### src/sampler_pkg.sv
package sampler_pkg;

    //////////////////////////////////////////////////
    // Datapath widths
    //////////////////////////////////////////////////

    localparam int ADDR_W   = 12;   // Sample memory address
    localparam int SAMPLE_W = 16;   // Signed sample and mixed frame
    localparam int KEY_W    = 7;    // MIDI key number
    localparam int CNT_W    = 16;   // Sample period counter
    localparam int VOICE_W  = 4;    // Voice select on the setup port

    //////////////////////////////////////////////////
    // Default sizes for the top level
    //////////////////////////////////////////////////

    localparam int DEF_NUM_VOICES    = 4;
    localparam int DEF_BASE_KEY      = 36;    // C1, first drum key
    localparam int DEF_SAMPLE_PERIOD = 16;    // Clock cycles per audio sample
    localparam int DEF_DEPTH         = 4096;  // Words of sample memory

    //////////////////////////////////////////////////
    // Voice state
    //////////////////////////////////////////////////

    // A voice sits in SETUP until its region is fixed, then toggles
    // between silent and playing
    typedef enum logic [1:0] {
        SETUP,      // Region not yet fixed
        NOTE_OFF,   // Silent, waiting for a trigger
        NOTE_ON     // Stepping through the region
    } voice_state_t;

endpackage

### src/sample_clock.sv
`timescale 1ns/1ps

module sample_clock
    import sampler_pkg::*;
#(
    parameter int SAMPLE_PERIOD = DEF_SAMPLE_PERIOD
) (
    input  logic             clk,
    input  logic             rst,
    output logic [CNT_W-1:0] count,
    output logic             period_start
);

    logic last_cycle;

    assign last_cycle = (count == CNT_W'(SAMPLE_PERIOD - 1));

    // Free running, wraps at the end of every audio period
    always_ff @(posedge clk) begin
        if (rst) begin
            count <= '0;
        end else if (last_cycle) begin
            count <= '0;
        end else begin
            count <= count + CNT_W'(1);
        end
    end

    // Shared by all voices and the mixer
    assign period_start = (count == '0);

endmodule

### config.mk
export PLATFORM = sky130hd
export DESIGN_NAME = sample_clock
export DESIGN_NICKNAME = d
export VERILOG_FILES = /design/src/sampler_pkg.sv /design/src/sample_clock.sv
export SDC_FILE = /design/constraint.sdc
export NUM_CORES = 1
export LEC_CHECK = 0
export ABC_AREA = 1
export ABC_CLOCK_PERIOD_IN_PS = 1200
export BUFFER_PORTS_ARGS = -buffer_cell sky130_fd_sc_hd__buf_4
export CAP_MARGIN = 20
export CORE_MARGIN = 3
export CORE_UTILIZATION = 46
export DETAILED_ROUTE_END_ITERATION = 10
export PLACE_DENSITY = 0.79
export SLEW_MARGIN = 20
export SYNTH_ARGS = -nofsm -noshare
export SYNTH_HDL_FRONTEND = slang
export SYNTH_SLANG_ARGS = --single-unit
### constraint.sdc
create_clock -name clk -period 1.2 [get_ports clk]
set_input_delay 0.18 -clock clk [delete_from_list [all_inputs] [get_ports clk]]
set_output_delay 0.18 -clock clk [all_outputs]
set_load 0.01 [all_outputs]
==> qor.csv <==
metric;value;unit
outcome;finished with violations;
violations;setup timing;
period_needed;1489;ps
hold_viol;0;
regMostFlops;count;
fin_crit_sh;124.1;%
power_density;847.5;nW/µm²
synth_ff_type;dfxtp_1;
cp.arrival;1310;ps
p_int;765.3;µW
grt_pass1_wl;3.456;mm
multi_input_area;503.0;µm²
ys_types;18;
cp-end-kind;output port;
antenna_left;0;
maxCapViolations;0;
crit_type;flip-flop to output port;
worst_path_largest_cell_delay;370;ps
die_width;48.69;µm
r2r_cells;6;
fill_cells;122;
ff_latch_area;342.8;µm²
track_usage;18.28;%
synth_nets;128;
p_leak;0.0005202;µW
worstPathRequired;1020;ps
critPathLaunchType;flip-flop;
dieArea;2371;µm²
tightest_slew;297.0;ps
timing.fmax;0.6715;GHz
cts_root_buf;clkbuf_4;
reg2reg_slack;-70;ps
synthToLayoutAreaGrowth;42.84;%
drt_iter0_markers;13;
synth_area_leaders;dfxtp_1 (38%), nand2_1 (11%), nor2_1 (11%);
synth_seq_cells;16;
hold_buffers;0;
avgSynthCellArea;6.761;µm²
clock_latency;300;ps
finClkSkew;7.025;ps
p_seq_share;54.1;%
ir_worst_vdd;0.8138;mV
grt_overflow;0;
netlist_area;838.3;µm²
min-delay-start;rst;
io_pins;19;
worstPathCellList;nor2_4, nand3_2, nor3_2, and3_4, buf_6;
swShare;24.58;%
relSlewSlack;80.12;%
worst-path-buf-inv;1;
worstReg2RegStart;count[0]$_SDFF_PP0_;
synth_area_leader_cell;dfxtp_1;
numCtsBuffers;3;
regToRegEndpoint;count[11]$_SDFF_PP0_;
utilization;74.30;%
drt-pass1-iter-count;4;
htreeDepth;1;
core-area;1612;µm²
path_max_fanout;2;
fin_ws;-289.3;ps
clk_pin_slew;100;ps
cts_sinks;16;
ys_seq_area_share;38.21;%
num-nets-final;160;
gp_routability_congestion;0.8307;
drive_gt1_share;40.00;%
ys_async_sr_fraction;0;%
yosys_warnings;0;
cts_tree;built;
clockBufferDepth;2;
rows;14;
pwr-share-clk;37.1;%
port_buffers;18;
diodes;0;
crit_family;simple AND/OR/NAND/NOR gates;
yosysTopAreaCellShare;38.21;%
setup_viol;17;
switching_power;249.5;µW
drc;0;
reg_top3;count (16);
routed_wl;2.318;mm
min_path_cells;4;
grt_max_degree;10;
ys_top_cells_by_count;nand2_1 (25), nor2_1 (24), inv_1 (21);
hold_class;primary input to flip-flop;
synth-edff-count;0;
hpwl;1.465;mm
grt_pass1_vias;811;
start_util;52.02;%
slowest_stage;dfxtp_4;
largest_reg_flops;16;
holdPathEnd;count[1]$_SDFF_PP0_;
wl_per_cell;12.95;µm
slew_viol_final;0;
dieHeight;48.69;µm
grt_antenna_before_repair;0;
routed_via_density;5.101;
whs;253.9;ps
yosysMostFrequentCell;nand2_1;
combPwrFrac;8.8;%
grt_setup_unrepaired;yes;
vias;913;
syn_inst;124;
detailedPlace.worstSlack;-28.78;ps
## metal layers
layer	wire length (µm)	vias up	GRT usage, %
li1	-	451	-
met1	994	419	22.14
met2	1130	36	31.90
met3	141	7	3.067
met4	53	0	7.109
met5	0	-	0
## power by group through the flow
stage	Clock, µW	Combinational, µW	Sequential (µW)
floorplan	0	39.6	568
global placement	0	73.6	563
detailed placement	0	74.8	564
CTS	376	78.4	549
global route	405	95.9	550
finish	376	89.6	549
## metrics by stage
step                instances  setup TNS [ps]  power [µW]  area, µm²
floorplan                 124               0       607.4      860.8
global placement          172               0       636.4       1067
detailed placement        172          -28.78       638.3       1067
CTS                       178          -257.5        1003       1137
global route              179           -2534        1051       1197
finish                    179           -1250        1015       1197
## cell type report
| class | count | area share [%] |
|---|---|---|
| clock buffers | 4 | 3.030 |
| inverters | 21 | 6.583 |
| multi-input cells | 87 | 42.01 |
| flip-flops and latches | 16 | 28.63 |
| well taps | 24 | 2.508 |
| repair buffers | 27 | 17.24 |
## cells by family after synthesis
kind of cell	share of synthesized area [%]
and+or+nand+nor	33.73
buffers and inverters	10.75
DFF	38.21
AOI/OAI and AO/OA	9.105
xor gates and xnor gates	5.225
adders and majority gates	2.985
## cells in the final DEF, fill, tap and decap left out
cell / n
inv_1: 20
nor2_1: 18
xnor2_1: 2
nor2_2: 4
dfxtp_2: 6
o21ai_1: 1
nand3_2: 3
nand4_1: 2
nor3_2: 1
and3_4: 1
dfxtp_4: 4
nand2_4: 2
or2_2: 1
xor2_1: 3
clkbuf_8: 1
buf_6: 1
clkbuf_4: 3
nand2_2: 2
a21oi_2: 3
o21ai_0: 3
nand2_1: 24
ha_1: 1
buf_4: 26
nor2_4: 2
nand3_1: 7
ha_4: 1
inv_2: 1
dfxtp_1: 6
a21oi_1: 6
## timing repair
item                       CTS  global route
gates resized for setup     10            18
setup endpoints to repair    5            17
gates cloned                 1             0
pin swaps                    3             5
buffers inserted             1             1
## worst max-delay path by stage
| stage | startpoint | to | slack (ps) | depth (start not counted) |
|---|---|---|---|---|
| 2_1_floorplan | count[1]$_SDFF_PP0_ | count[8]$_SDFF_PP0_ | 8 | 7 |
| 3_3_place_gp | count[0]$_SDFF_PP0_ | count[8]$_SDFF_PP0_ | 7 | 6 |
| 3_5_place_dp | count[4]$_SDFF_PP0_ | count[15]$_SDFF_PP0_ | -30 | 6 |
| 4_1_cts | count[6]$_SDFF_PP0_ | period_start | -230 | 5 |
| 5_1_grt | count[6]$_SDFF_PP0_ | period_start | -340 | 5 |
| 6_report | count[6]$_SDFF_PP0_ | period_start | -290 | 5 |
## worst reg2reg max path: cells and delay by family, from the launching register on
kind / cells / cell delay (ps)
flip-flops: 1 / 390
AND/OR/NAND/NOR: 4 / 580
adder cells (fa/ha/maj): 1 / 150
AO/OA/AOI/OAI: 1 / 60
Power figures use the tool's default switching activity.
