==> src/sampler_pkg.sv <==
package sampler_pkg;

    //////////////////////////////////////////////////
    // Datapath widths
    //////////////////////////////////////////////////

    localparam int ADDR_W   = 12;   // Sample memory address
    localparam int SAMPLE_W = 16;   // Signed sample and mixed frame
    localparam int KEY_W    = 7;    // MIDI key number
    localparam int CNT_W    = 16;   // Sample period counter
    localparam int VOICE_W  = 4;    // Voice select on the setup port

    //////////////////////////////////////////////////
    // Default sizes for the top level
    //////////////////////////////////////////////////

    localparam int DEF_NUM_VOICES    = 4;
    localparam int DEF_BASE_KEY      = 36;    // C1, first drum key
    localparam int DEF_SAMPLE_PERIOD = 16;    // Clock cycles per audio sample
    localparam int DEF_DEPTH         = 4096;  // Words of sample memory

    //////////////////////////////////////////////////
    // Voice state
    //////////////////////////////////////////////////

    // A voice sits in SETUP until its region is fixed, then toggles
    // between silent and playing
    typedef enum logic [1:0] {
        SETUP,      // Region not yet fixed
        NOTE_OFF,   // Silent, waiting for a trigger
        NOTE_ON     // Stepping through the region
    } voice_state_t;

endpackage

==> src/sample_mixer.sv <==
`timescale 1ns/1ps

module sample_mixer
    import sampler_pkg::*;
#(
    parameter int NUM_VOICES = DEF_NUM_VOICES
) (
    input  logic                       clk,
    input  logic                       rst,
    input  logic                       period_start,
    input  logic signed [SAMPLE_W-1:0] mix_sample [NUM_VOICES],
    input  logic [NUM_VOICES-1:0]      mix_valid,
    input  logic                       audio_ready,
    output logic signed [SAMPLE_W-1:0] audio_data,
    output logic                       audio_valid,
    output logic                       overrun
);

    // Room for every voice at full scale
    localparam int ACC_W = SAMPLE_W + $clog2(NUM_VOICES + 1) + 1;
    localparam logic signed [ACC_W-1:0] ACC_MAX = ACC_W'(2 ** (SAMPLE_W - 1) - 1);
    localparam logic signed [ACC_W-1:0] ACC_MIN = -ACC_MAX - ACC_W'(1);

    logic signed [ACC_W-1:0] acc;
    logic signed [ACC_W-1:0] cyc_sum;   // Samples arriving this cycle
    logic signed [ACC_W-1:0] total;
    logic signed [SAMPLE_W-1:0] clamped;

    always_comb begin
        cyc_sum = '0;
        for (int i = 0; i < NUM_VOICES; i++) begin
            if (mix_valid[i]) begin
                cyc_sum = cyc_sum + ACC_W'(mix_sample[i]);   // Sign extended
            end
        end
    end

    assign total = acc + cyc_sum;

    // Clamp to the signed sample range
    always_comb begin
        if (total > ACC_MAX) begin
            clamped = SAMPLE_W'(ACC_MAX);
        end else if (total < ACC_MIN) begin
            clamped = SAMPLE_W'(ACC_MIN);
        end else begin
            clamped = SAMPLE_W'(total);
        end
    end

    //////////////////////////////////////////////////
    // Accumulator and output handshake
    //////////////////////////////////////////////////

    always_ff @(posedge clk) begin
        if (rst) begin
            acc         <= '0;
            audio_valid <= 1'b0;
            overrun     <= 1'b0;
        end else begin
            if (audio_valid && audio_ready) begin
                audio_valid <= 1'b0;
            end
            if (period_start) begin
                acc         <= '0;
                audio_valid <= 1'b1;
                if (audio_valid && !audio_ready) begin
                    overrun <= 1'b1;   // Held frame is dropped
                end
            end else begin
                acc <= total;
            end
        end
    end

    always_ff @(posedge clk) begin
        if (period_start) begin
            audio_data <= clamped;
        end
    end

endmodule

==> config.mk <==
export PLATFORM = sky130hd
export DESIGN_NAME = sample_mixer
export DESIGN_NICKNAME = d
export VERILOG_FILES = /design/src/sampler_pkg.sv /design/src/sample_mixer.sv
export SDC_FILE = /design/constraint.sdc
export NUM_CORES = 1
export LEC_CHECK = 0
export BUFFER_PORTS_ARGS = -buffer_cell sky130_fd_sc_hd__buf_4
export CAP_MARGIN = 0
export CORE_ASPECT_RATIO = 1.5
export CORE_UTILIZATION = 35
export DETAILED_ROUTE_END_ITERATION = 8
export SYNTH_ARGS = -nofsm -noshare
export SYNTH_HDL_FRONTEND = slang
export SYNTH_SLANG_ARGS = --single-unit
==> constraint.sdc <==
create_clock -name clk -period 25 [get_ports clk]
set_input_delay 2.5 -clock clk [delete_from_list [all_inputs] [get_ports clk]]
set_output_delay 2.5 -clock clk [all_outputs]
set_load 0.05 [all_outputs]
==> run_results.csv <==
group,metric,value,unit
route,met2_length,7160,microns
die,io-pin-count,90,
die,start_util,35.7,%
synthesis,yosysMostFrequentCell,"ha_1",
synthesis,yosys.area_share.adder,17.8,%
route,finalWirelength,13900,microns
route,wl_per_cell,14.1,microns
synthesis,synth_top_family_by_area,"compound AO/OA/AOI/OAI gates",
synthesis,syn_inst,702,
cells_and_area,nFillCells,1665,
timing,tightest_slew,1.19,ns
route,dr_wl_met3,383,microns
synthesis,synth_top_area_share,16.4,%
clock_tree,cts_num_sinks,38,
synthesis,synth_largest_area_cell,"ha_1",
clock_tree,cts_max_level,2,
worst_setup_path,path_max_fanout,28,
place,dp_hpwl,11500,microns
global_route,grt_pass1_vias,5125,
die,die_h,157,microns
cells_and_area,final_cells,982,
pwr,p_leak,3.00,nW
synthesis,ys_warn_count,0,
timing,post-route-min-period,10.57,ns
synthesis,synthMuxAreaShare,4.86,%
worst_setup_path,crit_path_start_kind,"primary input",
synthesis,synth_xor_area_share,9.99,%
worst_setup_path,path_class,"primary input to register",
synthesis,netlist_area,5580,sq um
synthesis,syn_avg_cell_area,7.95,sq um
die,fp.coreArea,15600,sq um
synthesis,synth_cell_types,74,
worst_setup_path,worstPathRequired,24.98,ns
outcome,status,"finished, final reports clean",
timing,fin_tns_setup,0,ns
clock_tree,cts_tree,"yes",
worst_setup_path,crit_arrival,10.55,ns
global_route,grt_pass1_wl,23200,microns
route,top_layer,"met4",
pwr,peakVddDrop,0.0812,mV
job,drv_cap,0,
route,ant_nets,0,
clock_tree,ctsHoldBuffers,0,
global_route,grt_max_degree,33,
route,via_count,5158,
timing,maxSlewHeadroom,20.5,%
route,via_per_inst,5.25,
die,die_width,105,microns
synthesis,synth_sequential_area_ratio,16.5,%
min_path,min_path_type,"register to register",
clock_tree,cts_setup_buffers,0,
place,io_buffers,89,
route,drc,0,
place,place_congestion,0.894,
worst_setup_path,end_kind,"register",
timing,timing.fmax,94.6,MHz
synthesis,ys_top_cells_by_area,"ha_1 (16%), edfxtp_1 (8.6%), dfxtp_1 (7.9%), a21oi_1 (5.6%), xnor2_1 (5.6%)",
synthesis,synth_compound_area_share,27.9,%
place,dp_cells,974,
cells_and_area,syn2layout_area_growth,17.2,%
cells_and_area,drive_gt1_share,18.9,%
cells_and_area,finalNetCount,927,
route,drt_iter0_drc,138,
timing,fin_crit_sh,42.3,%
global_route,antenna_found_initial,0,
pwr,power_density,101,nW/um^2
timing,drv_slew,0,
clock_tree,worstSkewPairLatency,0.28,ns
cells_and_area,multi_input_area,4410,sq um
clock_tree,cts.clk_slew.worst_paths,0.05,ns
synthesis,synthArstFlopShare,0,%
clock_tree,ctsResizeCount,0,
synthesis,synth_nets,851,
synthesis,synthFlopType,"dfxtp_1",
die,dieArea,16500,sq um
clock_tree,clk_root_buffer_cell,"clkbuf_16",
synthesis,synth_common_cells,"ha_1 (73), nand2_1 (64), a21oi_1 (63), nor2_1 (62), inv_1 (38)",
global_route,globalRouteTotalUtil,17.3,%
timing,skew,0.00530,ns
clock_tree,cts_max_path_buffers,2,
timing,finalSetupViolCount,0,
synthesis,synth_edf_count,16,
cells_and_area,ff_latch_area,921,sq um
die,num_rows,56,
global_route,overflow,0,
timing,hold_violations,0,
clock_tree,numCtsBuffers,5,
synthesis,synth-simple-area-share,18.4,%
synthesis,ys_ff_latch,38,
worst_setup_path,cp_slowest_stage_delay,0.97,ns
route,first_pass_iters,4,
route,wl_met1,6020,microns
cells_and_area,antennaDiodeCount,0,
timing,rsz0062_at_grt,"false",
worst_setup_path,cpMaxStageDelayCell,"o31ai_2",
[worst max-delay path, delay by kind of cell]
kind | cells | cell delay (ns)
buf+inv | 2 | 0.33
simple gates | 6 | 0.82
fa+ha+maj | 5 | 1.56
xor+xnor | 5 | 0.77
compound gates | 14 | 4.03
mux | 2 | 0.54
[metal layers]
metal  up-vias  track usage (%)
li1       2713                -
met1      2335             19.9
met2        89             33.0
met3        21             1.42
met4         0             6.10
met5         -                0
[registers in the layout, indices dropped and copies added, names as in the netlist]
| name | flops |
|---|---|
| audio_data | 16 |
| audio_valid | 1 |
| acc | 20 |
| overrun | 1 |
[kinds of logic after synthesis]
logic type | count (synthesis)
AOI/OAI and AO/OA | 228
and+or+nand+nor | 213
adders and majority gates | 77
xor gates and xnor gates | 62
buffers and inverters | 59
DFF | 38
muxes | 25
[power breakdown]
part	switching (mW)	internal, mW
sequential	0.00877	0.105
combinational	0.294	0.191
clock	0.0234	0.0395
[stage by stage]
step                hold WS [ns]  setup WS [ns]  area [sq um]  util (%)  total power [mW]
floorplan                  0.568          15.21          5580         -             0.507
global placement           0.459          14.24          6400      41.0             0.596
detailed placement         0.464          14.18          6400      41.0             0.598
CTS                        0.480          14.40          6550      41.9             0.667
global route               0.541          13.66          6550      41.9             0.722
finish                     0.481          14.43          6550      41.9             0.662
[worst paths after layout]
| path | to | slack, ns | startpoint | cells past startpoint |
|---|---|---|---|---|
| max | audio_data[6]$_SDFFCE_PN1P_ | 14.43 | mix_valid[0] | 34 |
| min | overrun$_SDFFE_PP0P_ | 0.48 | overrun$_SDFFE_PP0P_ | 2 |
| max reg2reg | audio_data[6]$_SDFFCE_PN1P_ | 21.21 | acc[0]$_SDFF_PP0_ | 13 |
| min reg2reg | overrun$_SDFFE_PP0P_ | 0.48 | overrun$_SDFFE_PP0P_ | 2 |
[final cells by class]
type,instances,share of cell area [%]
repair buffers,89,10.2
flip-flops and latches,38,14.1
well taps,203,3.88
clock inverters,1,0.0765
multi-input cells,605,67.4
clock buffers,7,2.18
inverters,39,2.24
[cells in the final DEF (no fill, tap or decap), types with 4 or more instances in the layout]
master and instances:
o211ai_1 10, nor4_1 4, nor2_1 62, and3_1 4
inv_1 38, ha_1 73, o21ai_1 7, buf_4 89
nor2b_1 13, edfxtp_1 16, o21bai_1 4, nor3_1 11
dfxtp_1 22, and2_1 5, mux2_2 17, clkbuf_16 5
fa_1 4, nand2_1 64, nand2b_1 13, xor2_1 25
a211oi_1 13, o21ai_2 9, a31oi_1 8, a211o_1 5
xnor2_1 36, a21oi_1 63, a21o_1 26, mux2i_1 8
o21ai_0 30, or3_1 4, o21a_1 11, a21oi_2 6
nand3_1 11, or2_2 4, nor3b_1 4
No activity file was read; power rests on OpenSTA's default activity.
