`src/sampler_pkg.sv`:
```
package sampler_pkg;

    //////////////////////////////////////////////////
    // Datapath widths
    //////////////////////////////////////////////////

    localparam int ADDR_W   = 12;   // Sample memory address
    localparam int SAMPLE_W = 16;   // Signed sample and mixed frame
    localparam int KEY_W    = 7;    // MIDI key number
    localparam int CNT_W    = 16;   // Sample period counter
    localparam int VOICE_W  = 4;    // Voice select on the setup port

    //////////////////////////////////////////////////
    // Default sizes for the top level
    //////////////////////////////////////////////////

    localparam int DEF_NUM_VOICES    = 4;
    localparam int DEF_BASE_KEY      = 36;    // C1, first drum key
    localparam int DEF_SAMPLE_PERIOD = 16;    // Clock cycles per audio sample
    localparam int DEF_DEPTH         = 4096;  // Words of sample memory

    //////////////////////////////////////////////////
    // Voice state
    //////////////////////////////////////////////////

    // A voice sits in SETUP until its region is fixed, then toggles
    // between silent and playing
    typedef enum logic [1:0] {
        SETUP,      // Region not yet fixed
        NOTE_OFF,   // Silent, waiting for a trigger
        NOTE_ON     // Stepping through the region
    } voice_state_t;

endpackage

```
`src/mem_req_if.sv`:
```
`timescale 1ns/1ps

interface mem_req_if
    import sampler_pkg::*;
();

    logic [ADDR_W-1:0]          addr;          // Held while valid is high
    logic                       valid;
    logic                       ready;         // High in the grant cycle
    logic signed [SAMPLE_W-1:0] sample;        // Read result
    logic                       sample_valid;  // One cycle after the grant

    modport voice (
        output addr,
        output valid,
        input  ready,
        input  sample,
        input  sample_valid
    );

    modport arb (
        input  addr,
        input  valid,
        output ready,
        output sample,
        output sample_valid
    );

endinterface

```
`src/instrument.sv`:
```
`timescale 1ns/1ps

module instrument
    import sampler_pkg::*;
#(
    parameter logic [KEY_W-1:0]   MIDI_KEY = KEY_W'(DEF_BASE_KEY),
    parameter logic [VOICE_W-1:0] VOICE_ID = '0
) (
    input  logic               clk,
    input  logic               rst,
    input  logic               period_start,
    input  logic               note_on,
    input  logic [KEY_W-1:0]   note_key,
    input  logic               setup_we,
    input  logic [VOICE_W-1:0] setup_voice,
    input  logic [ADDR_W-1:0]  setup_start,
    input  logic [ADDR_W-1:0]  setup_stop,
    input  logic               setup_complete,
    mem_req_if.voice           req
);

    voice_state_t      state;
    logic [ADDR_W-1:0] start_q;
    logic [ADDR_W-1:0] stop_q;      // Exclusive
    logic              trig_pend;   // Trigger waiting for the period start
    logic              hit;
    logic              last_addr;
    logic              load_start;
    logic              step;
    logic              finish;

    assign hit       = note_on && (note_key == MIDI_KEY) && (state != SETUP);
    assign last_addr = (req.addr == stop_q - ADDR_W'(1));

    //////////////////////////////////////////////////
    // Period start decisions
    //////////////////////////////////////////////////

    assign load_start = period_start && (hit || trig_pend);  // New note or retrigger
    assign step       = period_start && (state == NOTE_ON) && !load_start && !last_addr;
    assign finish     = period_start && (state == NOTE_ON) && !load_start && last_addr;

    // Region bounds, open only during setup
    always_ff @(posedge clk) begin
        if ((state == SETUP) && setup_we && (setup_voice == VOICE_ID)) begin
            start_q <= setup_start;
            stop_q  <= setup_stop;
        end
    end

    // Request address, only moves while valid is low
    always_ff @(posedge clk) begin
        if (load_start) begin
            req.addr <= start_q;
        end else if (step) begin
            req.addr <= req.addr + ADDR_W'(1);
        end
    end

    //////////////////////////////////////////////////
    // Voice FSM and request valid
    //////////////////////////////////////////////////

    always_ff @(posedge clk) begin
        if (rst) begin
            state     <= SETUP;
            trig_pend <= 1'b0;
            req.valid <= 1'b0;
        end else begin
            if (req.valid && req.ready) begin
                req.valid <= 1'b0;        // Taken by the arbiter
            end

            if (period_start) begin
                trig_pend <= 1'b0;
            end else if (hit) begin
                trig_pend <= 1'b1;        // Keep it until the next period
            end

            case (state)
                SETUP: begin
                    if (setup_complete) begin
                        state <= NOTE_OFF;
                    end
                end
                NOTE_OFF, NOTE_ON: begin
                    if (load_start) begin
                        state     <= NOTE_ON;
                        req.valid <= 1'b1;
                    end else if (step) begin
                        req.valid <= 1'b1;
                    end else if (finish) begin
                        state <= NOTE_OFF;  // stop-1 was served last period
                    end
                end
                default: begin
                    state <= SETUP;
                end
            endcase
        end
    end

endmodule

```
`src/flat_wrapper.sv`:
```
// flat-port wrapper written by rule: the top's interface ports become plain ports
module instrument_flat import sampler_pkg::*;
#(
    parameter logic [KEY_W-1:0]   MIDI_KEY = KEY_W'(DEF_BASE_KEY),
    parameter logic [VOICE_W-1:0] VOICE_ID = '0
)
  (clk, rst, period_start, note_on, note_key, setup_we, setup_voice, setup_start, setup_stop, setup_complete, req_addr, req_valid, req_ready, req_sample, req_sample_valid);
  mem_req_if req_i ();
  input  logic clk;
  input  logic rst;
  input  logic period_start;
  input  logic note_on;
  input  logic [KEY_W-1:0] note_key;
  input  logic setup_we;
  input  logic [VOICE_W-1:0] setup_voice;
  input  logic [ADDR_W-1:0] setup_start;
  input  logic [ADDR_W-1:0] setup_stop;
  input  logic setup_complete;
  output wire logic [$bits(req_i.addr)-1:0] req_addr;
  output wire logic [$bits(req_i.valid)-1:0] req_valid;
  input wire logic [$bits(req_i.ready)-1:0] req_ready;
  input wire logic [$bits(req_i.sample)-1:0] req_sample;
  input wire logic [$bits(req_i.sample_valid)-1:0] req_sample_valid;
  assign req_addr = req_i.addr;
  assign req_valid = req_i.valid;
  assign req_i.ready = req_ready;
  assign req_i.sample = req_sample;
  assign req_i.sample_valid = req_sample_valid;
  instrument #(.MIDI_KEY(MIDI_KEY), .VOICE_ID(VOICE_ID)) u_core (.clk(clk), .rst(rst), .period_start(period_start), .note_on(note_on), .note_key(note_key), .setup_we(setup_we), .setup_voice(setup_voice), .setup_start(setup_start), .setup_stop(setup_stop), .setup_complete(setup_complete), .req(req_i));
endmodule
```
`config.mk`:
```
export PLATFORM = sky130hd
export DESIGN_NAME = instrument_flat
export DESIGN_NICKNAME = d
export VERILOG_FILES = /design/src/sampler_pkg.sv /design/src/mem_req_if.sv /design/src/instrument.sv /design/src/flat_wrapper.sv
export SDC_FILE = /design/constraint.sdc
export NUM_CORES = 1
export LEC_CHECK = 0
export ABC_AREA = 1
export BUFFER_PORTS_ARGS = -buffer_cell sky130_fd_sc_hd__buf_2
export CAP_MARGIN = 20
export CORE_MARGIN = 2
export CORE_UTILIZATION = 25
export CTS_BUF_LIST = sky130_fd_sc_hd__clkbuf_8
export DETAILED_ROUTE_END_ITERATION = 6
export PLACE_DENSITY = 0.48
export SYNTH_ARGS = -nofsm -noshare
export SYNTH_HDL_FRONTEND = slang
export SYNTH_SLANG_ARGS = --single-unit
```
`constraint.sdc`:
```
create_clock -name clk -period 3.1 [get_ports clk]
set_input_delay 0.465 -clock clk [delete_from_list [all_inputs] [get_ports clk]]
set_output_delay 0.465 -clock clk [all_outputs]
set_load 0.01 [all_outputs]
```
==> impl_metrics.tcl, run 1 <==
set metrics [dict create \
    core_area_mm2 0.00872 \
    placement_rows 34 \
    timing_worst_setup_path_type "flop to flop" \
    clock-root-buffer "clkbuf_8" \
    postCtsSetupBuffers 0 \
    mappedNetlistArea_mm2 0.00226 \
    gp_congestion 0.761 \
    dp_hpwl_mm 3.68 \
    place.port_buffers 54 \
    crit_path_start_kind "flop" \
    fmax_mhz 469 \
    grt_antenna_before_repair 0 \
    p_clk_frac 0.324 \
    chipWidth_um 99.0 \
    finalCritPeriodShare 0.688 \
    wl_per_cell_um 11.4 \
    synth.cells.most_frequent "nand2_1 (80), edfxtp_1 (36), inv_1 (33)" \
    wire_length_of_the_first_global_routing_pass_mm 8.09 \
    total_switching_power_mw 0.376 \
    drt-total-wl_mm 4.87 \
    route.detailed.drc 0 \
    path_cells "inv_2, ha_1, nand2_2, nor2_4, xnor3_1, nor2_2, nand3_1, nand2_1, nand2_2, nand2_1, a21oi_2" \
    skew_ps 6.84 \
    syn-num-nets 319 \
    power_per_cell_area_mw_per_mm2 485 \
    worst_hold_path_type "input port to flop" \
    cell_count_after_synthesis 255 \
    critPathArrivalTime_ps 2320 \
    critical_path_buf_inv_count 1 \
    start_util 0.259 \
    timing.critical_path.required_ps 3280 \
    path_delay_family "simple AND/OR/NAND/NOR gates" \
    tritoncts.num_buffers 5 \
    post-synth-top-area-fraction 0.479 \
    ir_worst_vdd_mv 0.174 \
    p_int_mw 0.973 \
    tritoncts_clock_tree "yes" \
    cp_max_fo 13 \
    fillers 925 \
    insertion_delay_ps 290 \
    flop_pwr_share 0.488 \
    portion_of_the_post_synthesis_area_used_by_sequential_elements 0.515 \
    total_power_mw 1.35 \
    first_global_vias 1700 \
    final_nets 380 \
    max_slew_margin 0.614 \
    ys_ff_latch 40 \
    drtIter0Drc 42 \
    boundaryPins 72 \
    worst-slew-pin-transition_ps 579 \
    yosysMostFrequentCell "nand2_1" \
    timing.critical_path.to_type "flop" \
    hold_violations 0 \
    synth_cell_type_count 33 \
    power_switching_share 0.279 \
    total_count_of_max_transition_violations_in_the_final_report 0 \
    post_drt_via_cell_ratio 4.12 \
    globalRoute.totalOverflow 0 \
    finalSetupTns_ps 0 \
    drt_pass1_iterations 4 \
    globalRouteTotalUtil 0.103 \
    worst_path_max_delay_cell "edfxtp_1" \
    max_cap_viol_count 0 \
    period_minus_slack_ps 2130 \
    clk_pin_slew_ps 90 \
    report.final.setup_viol 0 \
    status "finished clean" \
    ys_dominant_reg_cell "edfxtp_1" \
    hold_fix_buffers_cts 0 \
    post_synth_main_area_contributors "edfxtp_1 (48%), nand2_1 (13%), inv_1 (5.5%)" \
    post_cts.resized_instances 0 \
    synth.yosys.warnings 0 \
    post_route_cells_drive_above_1_share 0.271 \
    insertedDiodeCount 0 \
    number_of_levels_the_h_tree_was_split_into 2 \
    timing.critical_path.slowest_cell_delay_ps 410 \
    mean_syn_cell_area_um2 8.85 \
    grt_max_degree 25 \
    rsz0062_at_grt "false" \
    whs_path_depth 1 \
    number_of_flops_mapped_to_enable_cells_by_yosys 36 \
    area_growth_pct 23.4 \
    floorplan.die.height_um 99.0 \
    cts.sinks 40 \
    worstRegToRegCells 11 \
    crit_cells 11 \
    standby_leakage_power_nw 1.25 \
    fp.dieArea_mm2 0.00980 \
    clockBufferDepth 2 \
    routed-via-count 1752 \
    postSynth.asyncResetShare 0 \
    antenna_left 0 \
    combinationalPowerShare 0.189 \
    synth_largest_area_cell "edfxtp_1" \
]
[metrics by stage]
stage | utilization | hold WS (ps) | setup WS [ps] | instances | area (µm²)
final | 0.319 | 342 | 968 | 425 | 2780
after global routing | 0.319 | 327 | 740 | 425 | 2780
after CTS | 0.319 | 333 | 920 | 425 | 2780
after detailed placement | 0.306 | 469 | 908 | 417 | 2670
after global placement | 0.306 | 459 | 932 | 417 | 2670
after floorplan | - | 480 | 354 | 255 | 2260
[path summary, 6_finish.rpt]
| kind | slack [ps] | to | start |
|---|---|---|---|
| worst max-delay path | 970 | u_core.req.valid | u_core.stop_q[0] |
| worst min-delay path | 340 | u_core.stop_q[0] | setup_stop[0] |
| worst max register to register | 970 | u_core.req.valid | u_core.stop_q[0] |
| worst min register to register | 480 | u_core.req.valid | u_core.req.valid |
[final cells by class]
type,count,area (µm²),share of cell area
sequential,40,1160,0.417
multi-input combinational,177,955,0.343
timing repair buffer,56,285,0.103
inverter,36,135,0.0486
tap,108,135,0.0486
clock buffer,5,68.8,0.0247
clock inverter,3,42.5,0.0153
[sequential cells by signal, indices dropped and copies added (netlist names)]
signal / cells
u_core.req.addr: 12
u_core.start_q: 12
u_core.stop_q: 12
u_core.state: 2
u_core.req.valid: 1
u_core.trig_pend: 1
[cells by family (layout without fill, tap and decap cells)]
logic type,after synthesis,in the layout,synth area share
and+or+nand+nor,143,143,0.294
DFF,40,40,0.515
buffers and inverters,38,100,0.0643
AOI/OAI and AO/OA,16,16,0.0427
xor gates and xnor gates,13,13,0.0566
adders and majority gates,5,5,0.0277
[placed cells by master, fill, tap and decap left out, types with 5 or more instances in the layout]
master,n
nand2_1,80
buf_2,54
o21ai_0,7
nand3_1,21
nor2_1,17
inv_1,33
ha_1,5
xor2_1,8
edfxtp_1,36
clkbuf_8,5
[power by group through the flow]
stage	combinational (mW)	sequential (mW)	clock (mW)
2_1_floorplan	0.175	0.671	0
3_3_place_gp	0.255	0.671	0
3_5_place_dp	0.259	0.672	0
4_1_cts	0.261	0.659	0.451
5_1_grt	0.294	0.663	0.475
6_report	0.255	0.658	0.437
[routing by layer]
layer | up-vias | track usage | share of wire
met5 | - | 0 | 0
met4 | 0 | 0.0285 | 0.0064
met3 | 2 | 0.0234 | 0.044
met2 | 31 | 0.170 | 0.48
met1 | 776 | 0.135 | 0.47
li1 | 943 | - | -
Note: power is estimated with default switching activity, not from simulation.
==> run 2: changes to the inputs <==
- clock period: 3.1 -> 2.2 ns (I/O delays scaled with it)
==> run 2 against run 1 <==
  * Hold slack got worse by 140 ps
  * Wire length rose by 0.33%
  * Critical endpoint is now u_core.req.addr[9]
  * Design area up 1.3%
  * Largest power group unchanged
  * Die area stayed put
  * Via count rose by 1.7%
  * Non-clock buffer count increased by 2
==> impl_metrics.tcl, run 2 (synthesis gave the netlist of run 1 again) <==
set metrics [dict create \
    status "finished clean" \
    power_per_cell_area_mw_per_mm2 681 \
    critPathArrivalTime_ps 2060 \
    largest_registers "u_core.req.addr x12, u_core.start_q x12, u_core.stop_q x12" \
    fp.dieArea_mm2 0.00980 \
    grt_max_degree 25 \
    cp_max_fo 6 \
    hold_slack_ps 204 \
    skew_ps 3.79 \
    wire_length_of_the_first_global_routing_pass_mm 8.01 \
    final_design_utilization 0.323 \
    routed-via-count 1782 \
    timing.critical_path.to_type "flop" \
    clockBufferDepth 2 \
    globalRoute.totalOverflow 0 \
    timing.hold.worst_endpoint "u_core.start_q[7]" \
    start_util 0.259 \
    placement_rows 34 \
    cts.sinks 40 \
    insertedDiodeCount 0 \
    hold_fix_buffers_cts 0 \
    number_of_levels_the_h_tree_was_split_into 2 \
    route.detailed.drc 0 \
    globalRouteTotalUtil 0.102 \
    insertion_delay_ps 290 \
    standby_leakage_power_nw 1.27 \
    final_nets 383 \
    hold_violations 0 \
    ir_worst_vdd_mv 0.334 \
    drt_pass1_iterations 4 \
    report.final.setup_viol 0 \
    timing_worst_setup_path_type "flop to flop" \
    post_drt_via_cell_ratio 4.16 \
    timing.critical_path.required_ps 2230 \
    clock-root-buffer "clkbuf_8" \
    place.port_buffers 54 \
    total_count_of_max_transition_violations_in_the_final_report 0 \
    dp_hpwl_mm 3.70 \
    min-delay-start "setup_start[7]" \
    tritoncts_clock_tree "yes" \
    drt-total-wl_mm 4.88 \
    most_frequent_cells_in_the_layout "nand2_1 (79), buf_2 (54), edfxtp_1 (36), inv_1 (33), nand3_1 (21)" \
    finalCritPeriodShare 0.924 \
    mostFrequentLayoutCell "nand2_1" \
    reg2reg_slack_ps 170 \
    first_global_vias 1747 \
    core_area_mm2 0.00872 \
    chipWidth_um 99.0 \
    crit-reg2reg-capture "u_core.req.addr[9]" \
    critical_path.reg2reg.startpoint "u_core.stop_q[1]" \
    tritoncts.num_buffers 5 \
    worst_hold_path_type "input port to flop" \
    clk_pin_slew_ps 90 \
    grt_antenna_before_repair 0 \
    boundaryPins 72 \
    wl_per_cell_um 11.4 \
    crit_path_start_kind "flop" \
    worst-slew-pin-transition_ps 346 \
    gp_congestion 0.759 \
    whs_path_depth 1 \
    post_route_cells_drive_above_1_share 0.284 \
    antenna_left 0 \
    period_minus_slack_ps 2030 \
    worstRegToRegCells 13 \
    floorplan.die.height_um 99.0 \
    area_growth_pct 25.0 \
    finalSetupTns_ps 0 \
    max_slew_margin 0.769 \
    fmax_mhz 492 \
    max_cap_viol_count 0 \
    drtIter0Drc 55 \
]
-- run 2: final cells by class --
cell class                      count  area, µm²
Clock inverter                      3       42.5
Sequential cell                    40       1160
Inverter                           36        135
Multi-Input combinational cell    178        977
Tap cell                          108        135
Fill cell                         917       5900
Clock buffer                        5       68.8
Timing Repair Buffer               58        300
-- run 2: critical path, stage by stage (launching register included) --
cell      delay, ps
edfxtp_1        410
inv_1            90
ha_2            330
inv_1            40
nand2_1          50
nand2_1          40
nor2_1          100
nand2_1          60
nor2_1           90
nand2_1          80
nor2_2          140
nand3_1         100
nand2_2         110
nand2_2         120
-- run 2: how the worst max path moves through the flow --
| stage | to | slack (ps) | startpoint |
|---|---|---|---|
| after floorplan | u_core.start_q[0] | 180 | u_core.state[0] |
| after global placement | u_core.req.valid | 100 | u_core.stop_q[1] |
| after detailed placement | u_core.req.valid | 90 | u_core.stop_q[1] |
| after CTS | u_core.req.valid | 70 | u_core.stop_q[1] |
| after global routing | u_core.req.addr[10] | -6 | u_core.req.addr[0] |
| final | u_core.req.addr[9] | 170 | u_core.stop_q[1] |
-- run 2: per-stage QoR --
stage | area, µm² | std cells | power (mW) | setup slack, ps
after global placement | 2690 | 419 | 1.31 | 99.9
after CTS | 2800 | 427 | 1.95 | 71.2
after detailed placement | 2690 | 419 | 1.32 | 86.0
final | 2820 | 428 | 1.92 | 168
after global routing | 2820 | 428 | 2.03 | -5.99
after floorplan | 2260 | 255 | 1.19 | 182
-- run 2: report_power, final --
part / switching [mW] / internal, mW
logic: 0.218 / 0.155
registers: 0.0441 / 0.886
clock network: 0.282 / 0.336
-- run 2: repair_timing --
item                                    4_1_cts  5_1_grt
endpoints found under the setup margin        0       13
resized for setup                             0        3
buffers inserted                              0        0
-- run 2: per-layer routing --
layer  vias to the layer above  global-route usage  wire length (µm)
met2                        35               0.167              2320
met3                         4              0.0213               203
li1                        950                   -                 -
met1                       793               0.134              2300
met5                         -                   0                 0
met4                         0              0.0348                52
==> run 3: changes to the inputs <==
- CORE_UTILIZATION: 25 -> 35
- PLACE_DENSITY: 0.48 -> 0.62
- clock period: 2.2 -> 2 ns (I/O delays scaled with it)
==> run 3 against run 2 <==
  * Hold slack got worse by 42 ps
  * Clock power is 12% higher
  * Clock skew about the same
  * Final cell count fell by 5.1%
  * Wire length shrank 1.8%
  * Highest routed layer unchanged
  * Count of clock-buffer cells in the layout unchanged
  * Worst setup slack lost 91 ps
  * Sequential share of layout area is 1.2 points lower
  * Via count grew 3.1%
==> impl_metrics.tcl, run 3 (synthesis gave the netlist of run 1 again) <==
set metrics [dict create \
    critPathArrivalTime_ps 1980 \
    grtUsageMet1 0.176 \
    most_frequent_cells_in_the_layout "nand2_1 (74), buf_2 (54), edfxtp_1 (36), inv_1 (31), nand3_1 (20)" \
    route.detailed.drc 0 \
    post_route_cells_drive_above_1_share 0.331 \
    total_count_of_max_transition_violations_in_the_final_report 0 \
    crit_path_start_kind "flop" \
    place.port_buffers 54 \
    hold_fix_buffers_cts 0 \
    clk_pin_slew_ps 90 \
    wl_per_cell_um 11.8 \
    first_global_vias 1695 \
    dp_hpwl_mm 3.48 \
    tritoncts_clock_tree "yes" \
    antenna_left 0 \
    grt_max_degree 25 \
    worst_hold_path_type "input port to flop" \
    tritoncts.num_buffers 5 \
    fp.dieArea_mm2 0.00710 \
    post_drt_via_cell_ratio 4.53 \
    report.final.setup_viol 0 \
    start_util 0.359 \
    rsz0062_at_grt "true" \
    boundaryPins 72 \
    layout.cells.non_filler 406 \
    placed_cells_incl_taps 394 \
    layout.cell_area.non_filler_mm2 0.00290 \
    skew_ps 3.65 \
    clockBufferDepth 2 \
    worstRegToRegCells 10 \
    critical_path.reg2reg.startpoint "u_core.stop_q[1]" \
    total_power_mw 2.15 \
    final_nets 392 \
    drt_pass1_iterations 4 \
    largest_registers "u_core.req.addr x12, u_core.start_q x12, u_core.stop_q x12" \
    globalRouteTotalUtil 0.136 \
    chipWidth_um 84.3 \
    number_of_levels_the_h_tree_was_split_into 2 \
    min-delay-start "setup_stop[2]" \
    hold_slack_ps 163 \
    gp_congestion 0.742 \
    worst-slew-pin-transition_ps 329 \
    critical_path.startpoint "u_core.stop_q[1]" \
    regArea_mm2 0.00116 \
    cp_max_fo 7 \
    wire_length_of_the_first_global_routing_pass_mm 7.63 \
    floorplan.die.height_um 84.3 \
    ir_worst_vdd_mv 0.412 \
    max_cap_viol_count 0 \
    mostFrequentLayoutCell "nand2_1" \
    max_slew_margin 0.780 \
    hold_violations 0 \
    status "finished clean" \
    grt_antenna_before_repair 0 \
    drtIter0Drc 134 \
    grt.busiest_layer "met2" \
    timing.critical_path.to_type "flop" \
    area_growth_pct 28.7 \
    timing_worst_setup_path_type "flop to flop" \
    reg2reg_slack_ps 80 \
    fillers 613 \
    dpl-instance-area_mm2 0.00270 \
    globalRoute.totalOverflow 0 \
    placement_rows 29 \
    routed-via-count 1838 \
    core_area_mm2 0.00628 \
    cts.sinks 40 \
    finalCritPeriodShare 0.962 \
    drt-total-wl_mm 4.79 \
    standby_leakage_power_nw 1.33 \
    power_per_cell_area_mw_per_mm2 742 \
    fmax_mhz 520 \
    whs_path_depth 1 \
    clock-root-buffer "clkbuf_8" \
    grt_util_met3 0.0374 \
    setup.worst_path.end "u_core.req.addr[7]" \
    insertedDiodeCount 0 \
    crit-reg2reg-capture "u_core.req.addr[7]" \
    timing.critical_path.required_ps 2060 \
    period_minus_slack_ps 1920 \
    insertion_delay_ps 310 \
    grt_use_met2 0.213 \
    multiInputGateArea_mm2 0.00103 \
]
## run 3: cell types whose count changed in the layout (fill, tap and decap cells not counted), moves of 2 or more
cell and delta:
inv_2 +2, inv_1 -2, nand2_1 -5, nand2_2 +3, buf_4 +8, nand2_4 +2
## run 3: critical path, stage by stage (launching register included)
cell	delay, ps
edfxtp_1	410
buf_4	160
nor2_4	140
buf_4	140
nand4_1	110
nand3_1	120
nand2_1	90
nor2_4	150
nand3_1	100
nand2_2	140
nand2_4	110
## run 3: how the worst min path moves through the flow
stage	slack, ps	to
finish	160	u_core.stop_q[2]
detailed placement	460	u_core.req.valid
floorplan	360	u_core.req.valid
global placement	460	u_core.req.valid
CTS	160	u_core.start_q[5]
global route	150	u_core.start_q[1]
## run 3: final cells by class
class | count | share of cell area
Tap cell | 77 | 0.0332
Clock inverter | 3 | 0.0147
Clock buffer | 5 | 0.0237
Timing Repair Buffer | 67 | 0.128
Multi-Input combinational cell | 178 | 0.354
Inverter | 36 | 0.0466
Sequential cell | 40 | 0.400
## run 3: power breakdown
group	leakage, nW	internal (mW)	switching, mW
clock	0.0541	0.370	0.321
combinational	0.914	0.180	0.263
sequential	0.358	0.974	0.0469
total	1.33	1.52	0.631
## run 3: repair_timing
action | CTS | global route
gates resized for setup | 1 | 16
cloned | 0 | 1
setup endpoints to repair | 13 | 26
pin swaps | 0 | 13
buffers inserted | 0 | 3
## run 3: per-stage QoR
step | setup WS, ps | utilization | TNS [ps]
final | 76.6 | 0.462 | 0
after global routing | -48.2 | 0.462 | -199
after CTS | 15.7 | 0.448 | 0
after detailed placement | -50.9 | 0.430 | -253
after global placement | 6.27 | 0.430 | 0
after floorplan | 149 | - | 0
## run 3: routing by layer
metal / wire (µm) / vias to the layer above
met5: 0 / -
met4: 118 / 0
met3: 185 / 10
met2: 2330 / 37
met1: 2160 / 821
li1: - / 970
